**src/source/frontend_pkg.sv**
```systemverilog
`default_nettype none

package frontend_pkg;

  // slots fetched and dispatched per cycle
  localparam int unsigned DISPATCH_WIDTH = 2;
  localparam int unsigned INSTR_BYTES = 4;

  typedef logic [31:0] xlen_t;
  typedef logic [31:0] pc_t;
  typedef logic [31:0] instr_t;

  // instruction memory geometry
  localparam int unsigned IMEM_WORDS = 256;
  localparam int unsigned IMEM_ADDR_BITS = $clog2(IMEM_WORDS);

  typedef logic [IMEM_ADDR_BITS-1:0] imem_addr_t;

  localparam pc_t RESET_PC = 32'h0000_0000;

  // axi4-lite side
  localparam int unsigned AXIL_STRB_BITS = 4;
  localparam logic [1:0] AXIL_RESP_OKAY = 2'b00;

  // major opcodes of the control instructions
  localparam logic [6:0] OPC_BRANCH = 7'b110_0011;
  localparam logic [6:0] OPC_JAL = 7'b110_1111;
  localparam logic [6:0] OPC_JALR = 7'b110_0111;

  typedef enum logic [1:0] {
    CTRL_NONE,
    CTRL_BRANCH,
    CTRL_JAL,
    CTRL_JALR
  } ctrl_kind_t;

endpackage

`default_nettype wire

```
**src/source/fetch_pair_if.sv**
```systemverilog
`default_nettype none

interface fetch_pair_if;
  import frontend_pkg::*;

  pc_t pc0;
  pc_t pc1;
  instr_t instr0;
  instr_t instr1;
  // pair on offer, and pair taken by the back end
  logic pair_valid;
  logic fire;

  modport producer (
    output pc0, pc1, instr0, instr1, pair_valid, fire
  );

  modport consumer (
    input pc0, pc1, instr0, instr1, pair_valid, fire
  );

endinterface

`default_nettype wire

```
**src/source/fetch_unit.sv**
```systemverilog
`default_nettype none

module fetch_unit (
  input  wire                      clk,
  input  wire                      rst,
  input  wire                      fetch_enable_i,
  input  wire                      dispatch_ready_i,
  input  frontend_pkg::pc_t        next_pc_i,
  output frontend_pkg::imem_addr_t rd_addr0_o,
  output frontend_pkg::imem_addr_t rd_addr1_o,
  input  frontend_pkg::instr_t     rd_data0_i,
  input  frontend_pkg::instr_t     rd_data1_i,
  fetch_pair_if.producer           pair
);

  import frontend_pkg::*;

  pc_t pc_q;
  pc_t pc1;
  imem_addr_t word0;
  logic fire;

  assign pc1 = pc_q + pc_t'(INSTR_BYTES);

  // word indices, second one wraps at the end of memory
  assign word0 = pc_q[2 +: IMEM_ADDR_BITS];
  assign rd_addr0_o = word0;
  assign rd_addr1_o = word0 + imem_addr_t'(1);

  assign fire = fetch_enable_i && dispatch_ready_i;

  assign pair.pc0 = pc_q;
  assign pair.pc1 = pc1;
  assign pair.instr0 = rd_data0_i;
  assign pair.instr1 = rd_data1_i;
  assign pair.pair_valid = fetch_enable_i;
  assign pair.fire = fire;

  // pc only moves when the back end takes the pair
  always_ff @(posedge clk) begin
    if (rst) begin
      pc_q <= RESET_PC;
    end else if (fire) begin
      pc_q <= next_pc_i;
    end
  end

endmodule

`default_nettype wire

```
**src/flat_wrapper.sv**
```systemverilog
// flat-port wrapper written by rule: the top's interface ports become plain ports
module fetch_unit_flat import frontend_pkg::*;
  (clk, rst, fetch_enable_i, dispatch_ready_i, next_pc_i, rd_addr0_o, rd_addr1_o, rd_data0_i, rd_data1_i, pair_pc0, pair_pc1, pair_instr0, pair_instr1, pair_pair_valid, pair_fire);
  fetch_pair_if pair_i ();
  input  wire clk;
  input  wire rst;
  input  wire fetch_enable_i;
  input  wire dispatch_ready_i;
  input  frontend_pkg::pc_t next_pc_i;
  output frontend_pkg::imem_addr_t rd_addr0_o;
  output frontend_pkg::imem_addr_t rd_addr1_o;
  input  frontend_pkg::instr_t rd_data0_i;
  input  frontend_pkg::instr_t rd_data1_i;
  output wire logic [$bits(pair_i.pc0)-1:0] pair_pc0;
  output wire logic [$bits(pair_i.pc1)-1:0] pair_pc1;
  output wire logic [$bits(pair_i.instr0)-1:0] pair_instr0;
  output wire logic [$bits(pair_i.instr1)-1:0] pair_instr1;
  output wire logic [$bits(pair_i.pair_valid)-1:0] pair_pair_valid;
  output wire logic [$bits(pair_i.fire)-1:0] pair_fire;
  assign pair_pc0 = pair_i.pc0;
  assign pair_pc1 = pair_i.pc1;
  assign pair_instr0 = pair_i.instr0;
  assign pair_instr1 = pair_i.instr1;
  assign pair_pair_valid = pair_i.pair_valid;
  assign pair_fire = pair_i.fire;
  fetch_unit u_core (.clk(clk), .rst(rst), .fetch_enable_i(fetch_enable_i), .dispatch_ready_i(dispatch_ready_i), .next_pc_i(next_pc_i), .rd_addr0_o(rd_addr0_o), .rd_addr1_o(rd_addr1_o), .rd_data0_i(rd_data0_i), .rd_data1_i(rd_data1_i), .pair(pair_i));
endmodule
```
**config.mk**
```make
export PLATFORM = sky130hd
export DESIGN_NAME = fetch_unit_flat
export DESIGN_NICKNAME = d
export VERILOG_FILES = /design/src/source/frontend_pkg.sv /design/src/source/fetch_pair_if.sv /design/src/source/fetch_unit.sv /design/src/flat_wrapper.sv
export SDC_FILE = /design/constraint.sdc
export NUM_CORES = 1
export LEC_CHECK = 0
export BUFFER_PORTS_ARGS = -buffer_cell sky130_fd_sc_hd__buf_2
export CAP_MARGIN = 30
export CORE_AREA = 2 2 96 98
export CTS_CLUSTER_SIZE = 8
export DETAILED_ROUTE_END_ITERATION = 6
export DIE_AREA = 0 0 98 100
export GPL_TIMING_DRIVEN = 0
export PLACE_DENSITY_LB_ADDON = 0.15
export REMOVE_ABC_BUFFERS = 1
export SLEW_MARGIN = 10
export SYNTH_ARGS = -nofsm -noshare
export SYNTH_HDL_FRONTEND = slang
export SYNTH_SLANG_ARGS = --single-unit
```
**constraint.sdc**
```tcl
create_clock -name clk -period 5.52 [get_ports clk]
set_input_delay 1.38 -clock clk [delete_from_list [all_inputs] [get_ports clk]]
set_output_delay 1.38 -clock clk [all_outputs]
set_load 0.03 [all_outputs]
```
Yosys cells after proc, flatten, opt, wreduce, memory -nomap -nowiden
Cells that the tools add are included.
{"block": "totals", "mem_bits_ro": 0, "mem_count": 0, "register_bits": 32, "in_bits": 100, "latch_bits": 0, "elab_cells": 4, "out_inout_bits": 146, "mem_bits_rw": 0}
{"block": "classes", "n_addsub": 2, "n_reduce_logical": 1, "shifts": 0, "eq_ne": 0, "bitwise": 0, "mux": 0, "mul": 0, "magnitude_cmp": 0, "n_div": 0}
{"cell": "adder 32 x 3 -> 32 bit, second input constant", "count": 1}
{"cell": "adder 8 x 1 -> 8 bit, second input constant", "count": 1}
{"cell": "logical AND 1 bit", "count": 1}

Logic depth before layout (Yosys ltp)
Gate-level depths: netlist (run 1).
{"block": "logic_depth", "ltp_word": 1, "mapped_depth": 5, "depth_no_buf": 5}

Least setup slack after synthesis (run 1)
Ideal clock, no wire load.
{"block": "synth_timing", "kind": "input-to-output", "startpoint": "input port fetch_enable_i", "endpoint": "output port pair_fire", "t_required_ns": 4.140, "cell_stages": 3, "t_arrival_ns": 2.090, "path_slack_ns": 2.050, "n_path_buf": 1, "cell_sequence": "nand2_1 -> inv_1 -> buf_1"}
{"block": "synth_between", "elab_chain_cells": 1}
{"element": "start: declaration", "line": "flat_wrapper.sv:7", "rtl": "input wire fetch_enable_i;"}
{"element": "logical AND 1 bit", "line": "fetch_unit.sv:30", "rtl": "assign fire = fetch_enable_i && dispatch_ready_i;"}
{"element": "end: declaration", "line": "flat_wrapper.sv:19", "rtl": "output wire logic [$bits(pair_i.fire)-1:0] pair_fire;"}
No other way between the ends.

Worst setup path after layout (run 1)
Ends and elaborated chain as after synthesis.

==> metrics, run 1 <==
status completed; Layout area overhead 9.56%; final max-slew violation count 0; Hold-fix buffers, CTS 0; max reg flops 32; first-iteration detailed-routing DRC count 47; Worst EP required 4.14 ns; Post-synth EDFFs 0; Rel. slew slack 51.2%; maximum vdd ir drop 0.0000889 V; Yosys top cell by area dfxtp_1; WHS Path Cells 2; setup TNS 0 ns; DRC 0; crit path capture type output pin; min-delay worst type reg2reg; post_cts resized 0; GPL Wtd Cong 0.798; die area 9800 sq um; synthesized area per cell 7.61 sq um; ys async rst share 0%; Final setup viols 0; P per Cell Area 237 nW/um^2; IO Port Bufs 117; Critical Path AT 3.14 ns; Final Instance Area 2510 sq um; Hold WS 0.468 ns; clock transition at the registers of the reported paths 0.07 ns; die height 100 um; Synth Flop Type dfxtp_1; Ys Warns 0; initial antenna violation count 0; Final Critical Period 4.52 ns; Synth top area share 28.0%; final antenna-violating net count 0; Core Region 8890 sq um; Static Leak 0.00122 uW; cells after synthesis 301; Wirelength per Cell 26.5 um; Clock Tree Root clkbuf_8; critical path class in2out; Global Route Usage Sum 23.5%; post-synthesis cell type count 24; Seq. cell area 641 sq um; Setup Buffers After CTS 0; sequential area share after synthesis 28.0%; row cnt 35; Least-Margin Pin Slew 0.730 ns; largest net degree at the start of global routing 33; Multi-input gate area 978 sq um; Tot Pwr 596 uW; Top-Level Pins 246; WL final 11800 um; Longest Clk Path Bufs 2; CTS tree done; Mapped Area 2290 sq um; layout net count 436; die width 98 um; global route overflow 0; dpl cell area 2410 sq um; Hold Violations, Final 0; synthesized flop and latch total 32; first-pass GRT wire length 15800 um; Inserted Clock Buffers 5; RSZ-0062 raised after global routing false; synth top area cells dfxtp_1, buf_4, nand2_1; Post-DP HPWL 10100 um; Fmax achieved 221 MHz; worst-path maximum fanout 19; Initial Util 25.8%; DRT Pass-1 Iters 4; R2R depth 2; Sink Count 32; total of max-cap violations 0; worst skew pair latency 0.29 ns; skew final 0 ns; Worst setup SP type input port; Fill cells 1034; fraction of layout cells with a size suffix above 1 40.6%; Final Cycle Share 81.9%; DR vias 2093; Via density 4.69; H-tree levels 2; number of global-route vias before repair 1863; # diodes 0
[worst max-delay path, cell delays in order]
cell and delay [ns]:
buf_2 0.08, nand2_1 0.42, buf_16 0.34, inv_1 0.46
buf_16 0.23, buf_2 0.21
[Yosys cell counts (all sizes together) (4+ instances only)]
cell type / count
a21oi: 32
nand2: 73
nand3: 11
inv: 4
nor2: 4
dfxtp: 32
nand4: 11
buf: 85
xor2: 7
clkbuf: 7
xnor2: 21
[power by group]
group / switching (uW) / internal (uW)
clock: 92.5 / 111
combinational: 91.6 / 43.0
sequential: 16.0 / 242
[cell families (layout without fill, tap and decap cells)]
kind of cell | Yosys count | count (layout) | share of synthesized area (%)
buf+inv | 96 | 130 | 29.3
simple gates | 112 | 112 | 24.5
xor+xnor | 28 | 28 | 10.7
compound gates | 32 | 32 | 6.99
fa+ha+maj | 1 | 1 | 0.546
flops | 32 | 32 | 28.0
[layer usage]
layer,global-route usage [%],routed length [um],share of wire [%]
met1,16.7,2920,25
met2,37.8,5360,45
met3,30.7,3330,28
met4,5.13,202,1.7
met5,1.03,0,0
[worst paths after layout]
kind,startpoint,endpoint,slack [ns]
setup / recovery,fetch_enable_i,pair_fire,1.0
hold / removal,u_core.pair.pc0[30]$_SDFFE_PP0P_,u_core.pair.pc0[30]$_SDFFE_PP0P_,0.47
setup reg to reg,u_core.pair.pc0[9]$_SDFFE_PP0P_,u_core.pair.pc0[9]$_SDFFE_PP0P_,4.73
hold reg to reg,u_core.pair.pc0[30]$_SDFFE_PP0P_,u_core.pair.pc0[30]$_SDFFE_PP0P_,0.47
[area by class of cell]
class | instances | share of cell area (%)
Multi-Input combinational cell | 173 | 39.0
Sequential cell | 32 | 25.5
Timing Repair Buffer | 119 | 25.5
Tap cell | 111 | 5.53
Clock buffer | 7 | 3.84
Inverter | 4 | 0.598
[placed cells by master (no fill, tap or decap), types with 2 or more instances in the layout]
cell and n:
nand2_1 73, nand4_2 2, and3_1 3, dfxtp_1 32, a21oi_1 32, clkbuf_8 7
buf_16 2, nor2_1 3, buf_2 117, and4_1 2, xor2_1 7, inv_1 4
nor4_2 2, nand3_1 11, xnor2_1 21, nand4_1 9
[through the flow]
| stage | std cells | util [%] | setup slack [ns] |
|---|---|---|---|
| floorplan | 209 | - | 1.53 |
| global placement | 437 | 26.5 | 0.274 |
| detailed placement | 439 | 27.1 | 0.954 |
| CTS | 446 | 28.2 | 0.954 |
| global route | 446 | 28.2 | 0.841 |
| finish | 446 | 28.2 | 0.997 |
(Power assumes the default switching activity.)
==> run 2, diff against run 1 <==
- CORE_AREA: 2 2 96 98 -> 2 2 95 97
- DIE_AREA: 0 0 98 100 -> 0 0 97 99
- clock period: 5.52 -> 4.3 ns (I/O delays scaled with it)
==> metrics, run 2 (synthesized netlist as in run 1, its figures left out) <==
Hold Violations, Final 0 (unchanged); Final Critical Period 3.80 ns; GPL Wtd Cong 0.858 (+7.5%); global route overflow 0 (unchanged); Hold-fix buffers, CTS 0 (unchanged); CTS tree done; part of the power in the clock network 39.0% (+4.8 points); maximum vdd ir drop 0.000109 V (+22%); die area 9600 sq um (-2.0%); # diodes 0 (unchanged); Hold WS 0.468 ns (+0.000495 ns); Inserted Clock Buffers 5 (unchanged); Setup Buffers After CTS 0 (unchanged); H-tree levels 2 (unchanged); FF-to-FF Start u_core.pair.pc0[9]$_SDFFE_PP0P_; CP dominant cell by count buf_2; Worst setup SP type input port; Clock Tree Root clkbuf_8; max reg flops 32 (unchanged); Longest Clk Path Bufs 2 (unchanged); Internal 569 uW (+44%); Static Leak 0.00123 uW (+0.68%); first-iteration detailed-routing DRC count 78 (+66%); reg2reg end u_core.pair.pc0[9]$_SDFFE_PP0P_; largest net degree at the start of global routing 33 (unchanged); Critical Path AT 2.72 ns (-0.42 ns); DRT Pass-1 Iters 4 (unchanged); die width 97 um (-1.0%); Comb power frac 20.8% (-1.8 points); skew final 0 ns (unchanged); layout net count 436 (unchanged); min-delay worst type reg2reg; Core Region 8550 sq um (-3.8%); worst-path maximum fanout 18 (-1); worst skew pair latency 0.28 ns (about the same); Top-Level Pins 246 (unchanged); Final Cycle Share 88.3%; dpl ws 0.470 ns (-0.485 ns); switch share 30.8% (-2.8 points); WHS Path Cells 2 (unchanged); DRC 0 (unchanged); Rel. slew slack 50.3% (-0.90 points); CP max stage cell inv_1; die height 99 um (-1.0%); R2R depth 2 (unchanged); final max-slew violation count 0 (unchanged); DR vias 2053 (-1.9%); critical path class in2out; hold_sp u_core.pair.pc0[1]$_SDFFE_PP0P_; Switching Power 253 uW (+27%); r2r setup slk 3.51 ns (-1.22 ns); post_cts resized 0 (unchanged); total of max-cap violations 0 (unchanged); IO Port Bufs 117 (unchanged); Layout Cells excl Fill 444 (-0.45%); status completed; final worst setup slack 0.502 ns (-0.495 ns); fraction of layout cells with a size suffix above 1 40.8% (+0.18 points); Setup crit end pair_fire; CP startpoint fetch_enable_i; Worst EP required 3.22 ns (-0.92 ns); final antenna-violating net count 0 (unchanged); Wirelength per Cell 27.4 um (+3.4%); RSZ-0062 raised after global routing false; Initial Util 26.8% (+1.0 points); initial antenna violation count 0 (unchanged); Layout area overhead 10.2%; Post-DP HPWL 10600 um (+4.1%); Via density 4.62 (-1.5%); first-pass GRT wire length 16000 um (+1.7%); clock transition at the registers of the reported paths 0.07 ns (about the same); row cnt 34 (-2.9%); CP max stage delay 0.50 ns (+0.04 ns); number of global-route vias before repair 1779 (-4.5%); crit path capture type output pin; Tot Pwr 822 uW (+38%); Global Route Usage Sum 24.4% (+0.87 points); Reg power frac 40.3% (-2.9 points); CP Cell Sequence buf_2, nand2_1, buf_8, inv_1, buf_2; WL final 12200 um (+2.9%); Final setup viols 0 (unchanged); Sink Count 32 (unchanged); P per Cell Area 326 nW/um^2 (+37%); most frequent cells in the layout buf_2, nand2_1, a21oi_1, dfxtp_1, xnor2_1; Least-Margin Pin Slew 0.743 ns (+0.0125 ns); commonest non-fill, non-tap cell in the layout buf_2; Fmax achieved 263 MHz; cell count after placement 436 (-0.68%)
[run 2: cell count changes in the layout (fill, tap and decap cells not counted)]
cell	delta
buf_16	-1
bufinv_16	+1
buf_8	+1
[run 2: power groups by stage]
stage | clock network (uW) | registers (uW) | logic (uW)
global placement | 0 | 337 | 168
detailed placement | 0 | 338 | 172
floorplan | 0 | 369 | 69.4
finish | 320 | 331 | 171
CTS | 331 | 331 | 173
global route | 346 | 333 | 183
[run 2: final cells by class]
type | instances | area, sq um
clock inverter | 1 | 30.0
fill | 977 | 6030
sequential | 32 | 641
inverter | 4 | 15.0
clock buffer | 7 | 96.3
multi-input combinational | 173 | 978
timing repair buffer | 119 | 628
tap | 108 | 135
[run 2: routing by layer]
layer	up-vias	part of all wire [%]	GRT usage, %
li1	963	-	-
met1	880	22	15.6
met2	204	49	41.0
met3	6	28	33.5
met4	0	0.78	4.12
met5	-	0	0
[run 2: metrics by stage]
step                      instance area [sq um]  TNS (ns)  utilization (%)
after detailed placement                   2400         0             28.0
after global routing                       2520         0             29.5
final                                      2520         0             29.5
after floorplan                            1630         0                -
after global placement                     2350    -0.303             27.5
after CTS                                  2520         0             29.5
[run 2: how the worst min path moves through the flow]
stage	endpoint	slack, ns
2_1_floorplan	u_core.pair.pc0[30]$_SDFFE_PP0P_	0.59
4_1_cts	u_core.pair.pc0[1]$_SDFFE_PP0P_	0.47
6_report	u_core.pair.pc0[1]$_SDFFE_PP0P_	0.47
3_5_place_dp	u_core.pair.pc0[1]$_SDFFE_PP0P_	0.46
5_1_grt	u_core.pair.pc0[1]$_SDFFE_PP0P_	0.49
3_3_place_gp	u_core.pair.pc0[1]$_SDFFE_PP0P_	0.45
[run 2: worst max-delay path, delay by kind of cell]
family / cells / cell delay, ns
buffers and inverters: 4 / 1.23
AND/OR/NAND/NOR: 1 / 0.40
