===== config.mk =====
export PLATFORM = sky130hd
export DESIGN_NAME = branch_predictor_flat
export DESIGN_NICKNAME = d
export VERILOG_FILES = /design/src/source/frontend_pkg.sv /design/src/source/fetch_pair_if.sv /design/src/source/branch_predictor.sv /design/src/flat_wrapper.sv
export SDC_FILE = /design/constraint.sdc
export NUM_CORES = 1
export LEC_CHECK = 0
export ABC_AREA = 1
export BUFFER_PORTS_ARGS = -buffer_cell sky130_fd_sc_hd__buf_2
export CAP_MARGIN = 30
export CORE_UTILIZATION = 31
export CTS_BUF_LIST = sky130_fd_sc_hd__clkbuf_2 sky130_fd_sc_hd__clkbuf_4 sky130_fd_sc_hd__clkbuf_8
export DETAILED_ROUTE_END_ITERATION = 12
export PLACE_DENSITY = 0.5
export SYNTH_ARGS = -nofsm -noshare
export SYNTH_HDL_FRONTEND = slang
export SYNTH_SLANG_ARGS = --single-unit

===== constraint.sdc =====
create_clock -name clk -period 2.7 [get_ports clk]
set_input_delay 0.135 -clock clk [delete_from_list [all_inputs] [get_ports clk]]
set_output_delay 0.135 -clock clk [all_outputs]
set_load 0.05 [all_outputs]

===== src/source/frontend_pkg.sv =====
`default_nettype none

package frontend_pkg;

  // slots fetched and dispatched per cycle
  localparam int unsigned DISPATCH_WIDTH = 2;
  localparam int unsigned INSTR_BYTES = 4;

  typedef logic [31:0] xlen_t;
  typedef logic [31:0] pc_t;
  typedef logic [31:0] instr_t;

  // instruction memory geometry
  localparam int unsigned IMEM_WORDS = 256;
  localparam int unsigned IMEM_ADDR_BITS = $clog2(IMEM_WORDS);

  typedef logic [IMEM_ADDR_BITS-1:0] imem_addr_t;

  localparam pc_t RESET_PC = 32'h0000_0000;

  // axi4-lite side
  localparam int unsigned AXIL_STRB_BITS = 4;
  localparam logic [1:0] AXIL_RESP_OKAY = 2'b00;

  // major opcodes of the control instructions
  localparam logic [6:0] OPC_BRANCH = 7'b110_0011;
  localparam logic [6:0] OPC_JAL = 7'b110_1111;
  localparam logic [6:0] OPC_JALR = 7'b110_0111;

  typedef enum logic [1:0] {
    CTRL_NONE,
    CTRL_BRANCH,
    CTRL_JAL,
    CTRL_JALR
  } ctrl_kind_t;

endpackage

`default_nettype wire


===== src/source/fetch_pair_if.sv =====
`default_nettype none

interface fetch_pair_if;
  import frontend_pkg::*;

  pc_t pc0;
  pc_t pc1;
  instr_t instr0;
  instr_t instr1;
  // pair on offer, and pair taken by the back end
  logic pair_valid;
  logic fire;

  modport producer (
    output pc0, pc1, instr0, instr1, pair_valid, fire
  );

  modport consumer (
    input pc0, pc1, instr0, instr1, pair_valid, fire
  );

endinterface

`default_nettype wire


===== src/source/branch_predictor.sv =====
`default_nettype none

module branch_predictor (
  input  wire                                     clk,
  input  wire                                     rst,
  fetch_pair_if.consumer                          pair,
  input  wire                                     resolve_valid_i,
  input  wire                                     resolve_taken_i,
  output frontend_pkg::pc_t                       next_pc_o,
  output logic [frontend_pkg::DISPATCH_WIDTH-1:0] slot_valid_o,
  output logic                                    speculative_o
);

  import frontend_pkg::*;

  typedef enum logic [1:0] {
    STRONG_NOT_TAKEN,
    WEAK_NOT_TAKEN,
    WEAK_TAKEN,
    STRONG_TAKEN
  } counter_t;

  counter_t counter_q;
  logic speculative_q;

  pc_t slot_pc [DISPATCH_WIDTH];
  instr_t slot_instr [DISPATCH_WIDTH];
  ctrl_kind_t kind [DISPATCH_WIDTH];
  logic [DISPATCH_WIDTH-1:0] is_ctrl;
  xlen_t imm_b [DISPATCH_WIDTH];
  xlen_t imm_j [DISPATCH_WIDTH];
  pc_t target [DISPATCH_WIDTH];

  ctrl_kind_t sel_kind;
  pc_t sel_target;
  logic pred_taken;
  pc_t seq_pc;
  logic valid_ctrl;

  function automatic ctrl_kind_t classify(input instr_t instr);
    case (instr[6:0])
      OPC_BRANCH: classify = CTRL_BRANCH;
      OPC_JAL:    classify = CTRL_JAL;
      OPC_JALR:   classify = CTRL_JALR;
      default:    classify = CTRL_NONE;
    endcase
  endfunction

  // per-slot decode and target
  always_comb begin
    slot_pc[0] = pair.pc0;
    slot_pc[1] = pair.pc1;
    slot_instr[0] = pair.instr0;
    slot_instr[1] = pair.instr1;
    for (int i = 0; i < DISPATCH_WIDTH; i++) begin
      kind[i] = classify(slot_instr[i]);
      is_ctrl[i] = (kind[i] != CTRL_NONE);
      imm_b[i] = {{19{slot_instr[i][31]}}, slot_instr[i][31], slot_instr[i][7],
                  slot_instr[i][30:25], slot_instr[i][11:8], 1'b0};
      imm_j[i] = {{11{slot_instr[i][31]}}, slot_instr[i][31], slot_instr[i][19:12],
                  slot_instr[i][20], slot_instr[i][30:21], 1'b0};
      if (kind[i] == CTRL_JAL) begin
        target[i] = slot_pc[i] + imm_j[i];
      end else begin
        target[i] = slot_pc[i] + imm_b[i];
      end
    end
  end

  // first control instruction in slot order wins
  always_comb begin
    if (is_ctrl[0]) begin
      sel_kind = kind[0];
      sel_target = target[0];
    end else begin
      sel_kind = kind[1];
      sel_target = target[1];
    end
    pred_taken = (sel_kind == CTRL_JAL) ||
                 ((sel_kind == CTRL_BRANCH) && (counter_q inside {WEAK_TAKEN, STRONG_TAKEN}));
    seq_pc = pair.pc0 + pc_t'(DISPATCH_WIDTH * INSTR_BYTES);
  end

  always_comb begin
    if (!speculative_q) begin
      slot_valid_o[0] = pair.pair_valid;
      slot_valid_o[1] = pair.pair_valid && !(is_ctrl[0] && (pred_taken || is_ctrl[1]));
      if (pred_taken) begin
        next_pc_o = sel_target;
      end else if (is_ctrl[0] && is_ctrl[1]) begin
        // second control gets refetched as the new slot0
        next_pc_o = pair.pc1;
      end else begin
        next_pc_o = seq_pc;
      end
    end else begin
      // stall at the next control until the outstanding one resolves
      slot_valid_o[0] = pair.pair_valid && !is_ctrl[0];
      slot_valid_o[1] = pair.pair_valid && !is_ctrl[0] && !is_ctrl[1];
      if (is_ctrl[0]) begin
        next_pc_o = pair.pc0;
      end else if (is_ctrl[1]) begin
        next_pc_o = pair.pc1;
      end else begin
        next_pc_o = seq_pc;
      end
    end
  end

  assign valid_ctrl = |(is_ctrl & slot_valid_o);
  assign speculative_o = speculative_q;

  always_ff @(posedge clk) begin
    if (rst) begin
      speculative_q <= 1'b0;
    end else if (resolve_valid_i) begin
      speculative_q <= 1'b0;
    end else if (pair.fire && valid_ctrl) begin
      speculative_q <= 1'b1;
    end
  end

  // 2-bit saturating counter, shared by all branches
  always_ff @(posedge clk) begin
    if (rst) begin
      counter_q <= WEAK_NOT_TAKEN;
    end else if (resolve_valid_i) begin
      case (counter_q)
        STRONG_NOT_TAKEN: counter_q <= resolve_taken_i ? WEAK_NOT_TAKEN : STRONG_NOT_TAKEN;
        WEAK_NOT_TAKEN:   counter_q <= resolve_taken_i ? WEAK_TAKEN : STRONG_NOT_TAKEN;
        WEAK_TAKEN:       counter_q <= resolve_taken_i ? STRONG_TAKEN : WEAK_NOT_TAKEN;
        default:          counter_q <= resolve_taken_i ? STRONG_TAKEN : WEAK_TAKEN;
      endcase
    end
  end

endmodule

`default_nettype wire


===== src/flat_wrapper.sv =====
// flat-port wrapper written by rule: the top's interface ports become plain ports
module branch_predictor_flat import frontend_pkg::*;
  (clk, rst, resolve_valid_i, resolve_taken_i, next_pc_o, slot_valid_o, speculative_o, pair_pc0, pair_pc1, pair_instr0, pair_instr1, pair_pair_valid, pair_fire);
  fetch_pair_if pair_i ();
  input  wire clk;
  input  wire rst;
  input  wire resolve_valid_i;
  input  wire resolve_taken_i;
  output frontend_pkg::pc_t next_pc_o;
  output logic [frontend_pkg::DISPATCH_WIDTH-1:0] slot_valid_o;
  output logic speculative_o;
  input wire logic [$bits(pair_i.pc0)-1:0] pair_pc0;
  input wire logic [$bits(pair_i.pc1)-1:0] pair_pc1;
  input wire logic [$bits(pair_i.instr0)-1:0] pair_instr0;
  input wire logic [$bits(pair_i.instr1)-1:0] pair_instr1;
  input wire logic [$bits(pair_i.pair_valid)-1:0] pair_pair_valid;
  input wire logic [$bits(pair_i.fire)-1:0] pair_fire;
  assign pair_i.pc0 = pair_pc0;
  assign pair_i.pc1 = pair_pc1;
  assign pair_i.instr0 = pair_instr0;
  assign pair_i.instr1 = pair_instr1;
  assign pair_i.pair_valid = pair_pair_valid;
  assign pair_i.fire = pair_fire;
  branch_predictor u_core (.clk(clk), .rst(rst), .pair(pair_i), .resolve_valid_i(resolve_valid_i), .resolve_taken_i(resolve_taken_i), .next_pc_o(next_pc_o), .slot_valid_o(slot_valid_o), .speculative_o(speculative_o));
endmodule

Word level (Yosys, flattened, before mapping)
Index checks and enable logic that the tools add are counted.

Logic and storage cells: 56. Register bits after elaboration: 3.

Add/subtract/negate cells: 5. Multiplexer cells: 17. Bitwise logic cells: 1. Eq/ne operators: 13. Reductions and logical operators: 18.

Operator list (count): $mux 32 (8); $add 32x32->32 (4); $eq 7x7->1 const B (6); $add 32x4->32 const B (1); $pmux 2 s3 (3); $eq 2x2->1 const B (5); $mux 2 (4); $logic_and 1x1->1 (7); $reduce_bool 2->1 (3); $eq 2x1->1 const B (2); $reduce_or 2->1 (2); $logic_not 1->1 (3); $and 2x2->2 (1); $logic_not 2->1 (1); $logic_or 1x1->1 (2); $mux 1 (2).

Depth between registers and ports, before layout
Word-level depth: 15. Gate-level depth with buffers: 23.

Worst setup path after synthesis
OpenSTA, ideal clock, no wires.

Path type: in2out. Start: in pair_instr0[1]. End: out next_pc_o[21]. Stages: 19. Slack: -0.730 ns. Arrival: 3.295 ns. Cell sequence: nand2_1 -> inv_1 -> nand3_2 -> inv_1 -> nand2_1 -> mux2_2 -> ha_1 -> fa_1 -> nand3_1 -> nand3_1 -> nand3_1 -> nand3_1 -> nand3_1 -> nand2_1 -> nand2_1 -> nand3_1 -> nand2_1 -> nand2_1 -> a21boi_0.

Longest elaborated chain between the ends: 9. Elaborated cells on any way between the ends: 18. Those cells by class: eq/ne (6); mux (8); reduce/logical (4).

RTL lines: from (decl) (RTL line flat_wrapper.sv:14) `input wire logic [$bits(pair_i.instr0)-1:0] pair_instr0;`; $eq 7x7->1 (RTL line branch_predictor.sv:41) `case (instr[6:0])`; $pmux 2 s3 * (RTL line branch_predictor.sv:41); $reduce_bool 2->1 (RTL line branch_predictor.sv:57) `is_ctrl[i] = (kind[i] != CTRL_NONE);`; $mux 2 (RTL line branch_predictor.sv:72) `if (is_ctrl[0]) begin`; $eq 2x1->1 (RTL line branch_predictor.sv:80) `((sel_kind == CTRL_BRANCH) && (counter_q inside {WEAK_TAKEN, STRONG_TAKEN}));`; $logic_and 1x1->1 (RTL line branch_predictor.sv:80); $logic_or 1x1->1 (RTL line branch_predictor.sv:79) `pred_taken = (sel_kind == CTRL_JAL) ||`; $mux 32 (RTL line branch_predictor.sv:88) `if (pred_taken) begin`; $mux 32 * (RTL line branch_predictor.sv:85) `if (!speculative_q) begin`; to (decl) (RTL line flat_wrapper.sv:9) `output frontend_pkg::pc_t next_pc_o;`.

Every way passes the cells marked *; elsewhere a longest branch is shown, timed or not.

Final worst setup path
Start: in pair_instr0[6]. End: out next_pc_o[31].

Same word-level chain as after synthesis.

==> results.txt <==
----------------------------------------------------
[Worst setup path]
  Worst Setup Path Type ... input port to output port
  Nature of the critical path startpoint ... input port
  Maximum fanout count along the critical path ... 6
  Required time at the worst-slack endpoint ... 2.57 ns
  CP endpoint kind ... output port
  CP Data Arrival Time ... 2.75 ns

[Global routing]
  Initial antenna violation count ... 0
  Overall global routing resource usage ... 0.275
  Number of global-route vias before repair ... 10,000
  Global-route wire length before repair ... 52.5 mm
  GRT Residual Overflow ... 0
  Pin count of the biggest net entering global routing ... 33

[Run status]
  Outcome ... finished, violations left
  Violated checks ... setup timing

[Placement]
  Instance area after placement ... 0.00958 mm^2
  GP Congestion ... 0.937
  Half-perimeter wire length after placement ... 28.0 mm
  Setup slack at placement ... -0.556 ns
  Inst Count DP ... 2,081
  Port-buffer cells ... 168

[Synthesis]
  Syn nets ... 1,698
  Post-synthesis area per instance ... 4.94 um^2
  Top cells by area in the synthesized netlist ... nand2_1, inv_1, ha_1, nand3_1, a21oi_1
  Distinct cells, synth ... 49
  Number of storage elements in the synthesis netlist ... 3
  Sequential-to-total area share from yosys stat ... 0.00812
  Total of warnings raised by yosys ... 0
  Top cell type by total area after synthesis ... nand2_1
  Combined area of all synthesized cells ... 0.00739 mm^2
  Synth top area share ... 0.268
  Count of mapped cells out of synthesis ... 1,497

[Clocking]
  Clock-pin slew on the worst setup and hold paths ... 0.03 ns
  CTS HTree Levels ... 1
  Hold-fix buffer count after cts ... 0
  Number of sinks handled by clock tree synthesis ... 3
  Library cell used as clock root buffer ... clkbuf_8
  Clock tree buffer depth ... 2
  Worst skew pair latency ... 0.22 ns
  CTS tree ... built
  Total CTS buffers ... 3

[Final layout]
  Diode insertion count for antenna repair ... 0
  Nets@finish ... 1,985
  Number of fill cells in the layout ... 2,544
  Post-route non-filler standard cell count ... 2,102
  Commonest non-fill, non-tap cell in the layout ... nand2_1
  Proportion of layout cells with a drive suffix above 1 ... 0.370
  Post-route standard cell area excluding fillers ... 0.0116 mm^2
  Register Area ... 60.1 um^2
  Area grow syn2layout ... 57.4%
  Top library cells by usage in the layout, fill and taps aside ... nand2_1, inv_1, buf_2, buf_4, nor2_1
  Area of combinational cells with multiple inputs ... 0.00795 mm^2

[Drt]
  Vias per Instance ... 5.09
  Remaining DRCs ... 0
  First-pass detailed-route iteration total ... 5
  1st-iter DRT viols ... 637
  Residual antenna-violating net count after detailed routing ... 0
  WL final ... 34.5 mm
  Routed WL per cell ... 16.4 um
  Routed vias ... 10,700

[Pwr]
  P_sw ... 0.00143 W
  Power density normalized to cell area ... 216 mW/mm^2
  Clock network fraction of total power ... 0.056
  Portion of total power attributed to combinational logic ... 0.924
  P_int ... 0.00109 W
  Reg power frac ... 0.020
  Worst supply voltage drop on vdd ... 0.145 mV
  Switching power as a share of total power ... 0.567
  Leakage power total ... 5.94 nW

[Timing]
  Number of pins exceeding their max-slew limit in the final report ... 0
  Achievable Freq ... 347 MHz
  Setup TNS ... -2.49 ns
  Tightest slew margin relative to the limit ... 0.588
  Transition time at the pin with the least slew margin ... 0.618 ns
  Final count of negative-setup-slack endpoints ... 26
  Final WS setup ... -0.186 ns
  Number of hold violations in the final report ... 0
  Worst hold slack ... 0.129 ns
  Clock skew after layout ... 0.0000586 ns
  Setup repair after global routing missed its margin ... yes
  Post-route minimum period ... 2.89 ns
  Period utilization ... 1.07

[Min path]
  Type of the most critical hold path ... input port to register

[Floorplan]
  Row Count ... 56
  Core region area ... 0.0234 mm^2
  Starting density of the core ... 0.316
  Die X ... 156 um
  Die Outline Area ... 0.0245 mm^2
  # IOs ... 169
  Die height ... 156 um

[Job]
  Reported max-cap violation count ... 0

----------------------------------------------------
power groups by stage:
stage,combinational (W),clock [W],sequential (W)
floorplan,0.00109,0,0.0000497
global placement,0.00179,0,0.0000506
detailed placement,0.00179,0,0.0000508
CTS,0.00213,0.000144,0.0000501
global route,0.00252,0.000151,0.0000506
finish,0.00232,0.000142,0.0000504
kinds of logic after synthesis:
family	Yosys count	synth area share
simple gates	869	0.497
flops	3	0.00812
mux	10	0.0152
buf+inv	276	0.145
fa+ha+maj	67	0.115
xor+xnor	33	0.0391
compound gates	239	0.180
flip-flops by register name, indices dropped and copies added (netlist names):
signal,count
u_core.speculative_o,1
u_core.counter_q,2
critical path: stages:
cell     delay (ns)
buf_6          0.07
nand2_4        0.05
nor2_4         0.11
nand3_2        0.08
inv_2          0.07
nand2_4        0.08
buf_12         0.16
mux2_4         0.33
ha_4           0.29
nand2_4        0.06
inv_2          0.06
nand2_2        0.06
nor3_2         0.17
nand2_2        0.09
nand2_4        0.13
nand2_2        0.06
buf_4          0.13
nand3_2        0.06
nand3_2        0.08
nand2_2        0.08
nand2_2        0.06
a21oi_4        0.13
buf_6          0.17
path summary, 6_finish.rpt:
check,start,end,slack [ns],cells after the start
max reg2reg,u_core.speculative_o$_SDFFE_PP0P_,u_core.speculative_o$_SDFFE_PP0P_,1.57,3
max,pair_instr0[6],next_pc_o[31],-0.19,23
min,rst,u_core.counter_q[1]$_SDFFE_PP0P_,0.13,2
min reg2reg,u_core.counter_q[0]$_SDFFE_PP1P_,u_core.counter_q[0]$_SDFFE_PP1P_,0.53,2
final cells by class:
class / instances / area share
clock buffers: 4 / 0.00419
multi-input cells: 1218 / 0.683
repair buffers: 313 / 0.193
well taps: 319 / 0.0343
flip-flops and latches: 3 / 0.00516
inverters: 245 / 0.0797
through the flow:
step	power [W]	util
global route	0.00272	0.497
detailed placement	0.00184	0.409
floorplan	0.00114	-
finish	0.00251	0.497
global placement	0.00184	0.409
CTS	0.00233	0.474
layer usage:
metal / routed length [um] / GRT usage / share of wire
met4: 983 / 0.0710 / 0.028
met1: 15000 / 0.357 / 0.44
met2: 16600 / 0.487 / 0.48
met5: 0 / 0 / 0
met3: 1930 / 0.0199 / 0.056
Yosys cell counts (all sizes together):
cell and n:
fa 2, a31oi 1, and3 2, nor4 3
o21a 2, dfxtp 3, mux2 10, nor3b 1
ha 65, o221ai 4, a21boi 2, a31o 1
nand4 15, clkbuf 12, xnor2 5, nor2 136
a22o 2, nand2 537, o22ai 7, a22oi 3
nand3b 5, buf 19, or2 6, nand3 139
xor2 28, and2 2, o21ai 81, o21bai 11
inv 245, o211ai 13, a21o 1, nor3 23
a32oi 1, a211oi 5, a21oi 105
what timing repair did:
item / in CTS / in global routing
endpoints found under the setup margin: 29 / 29
setup buffers: 12 / 8
resized for setup: 340 / 127
hold endpoints to repair: 0 / 0
gates cloned: 1 / 0
pin swaps: 70 / 63
No activity file was read; power rests on OpenSTA's default activity.
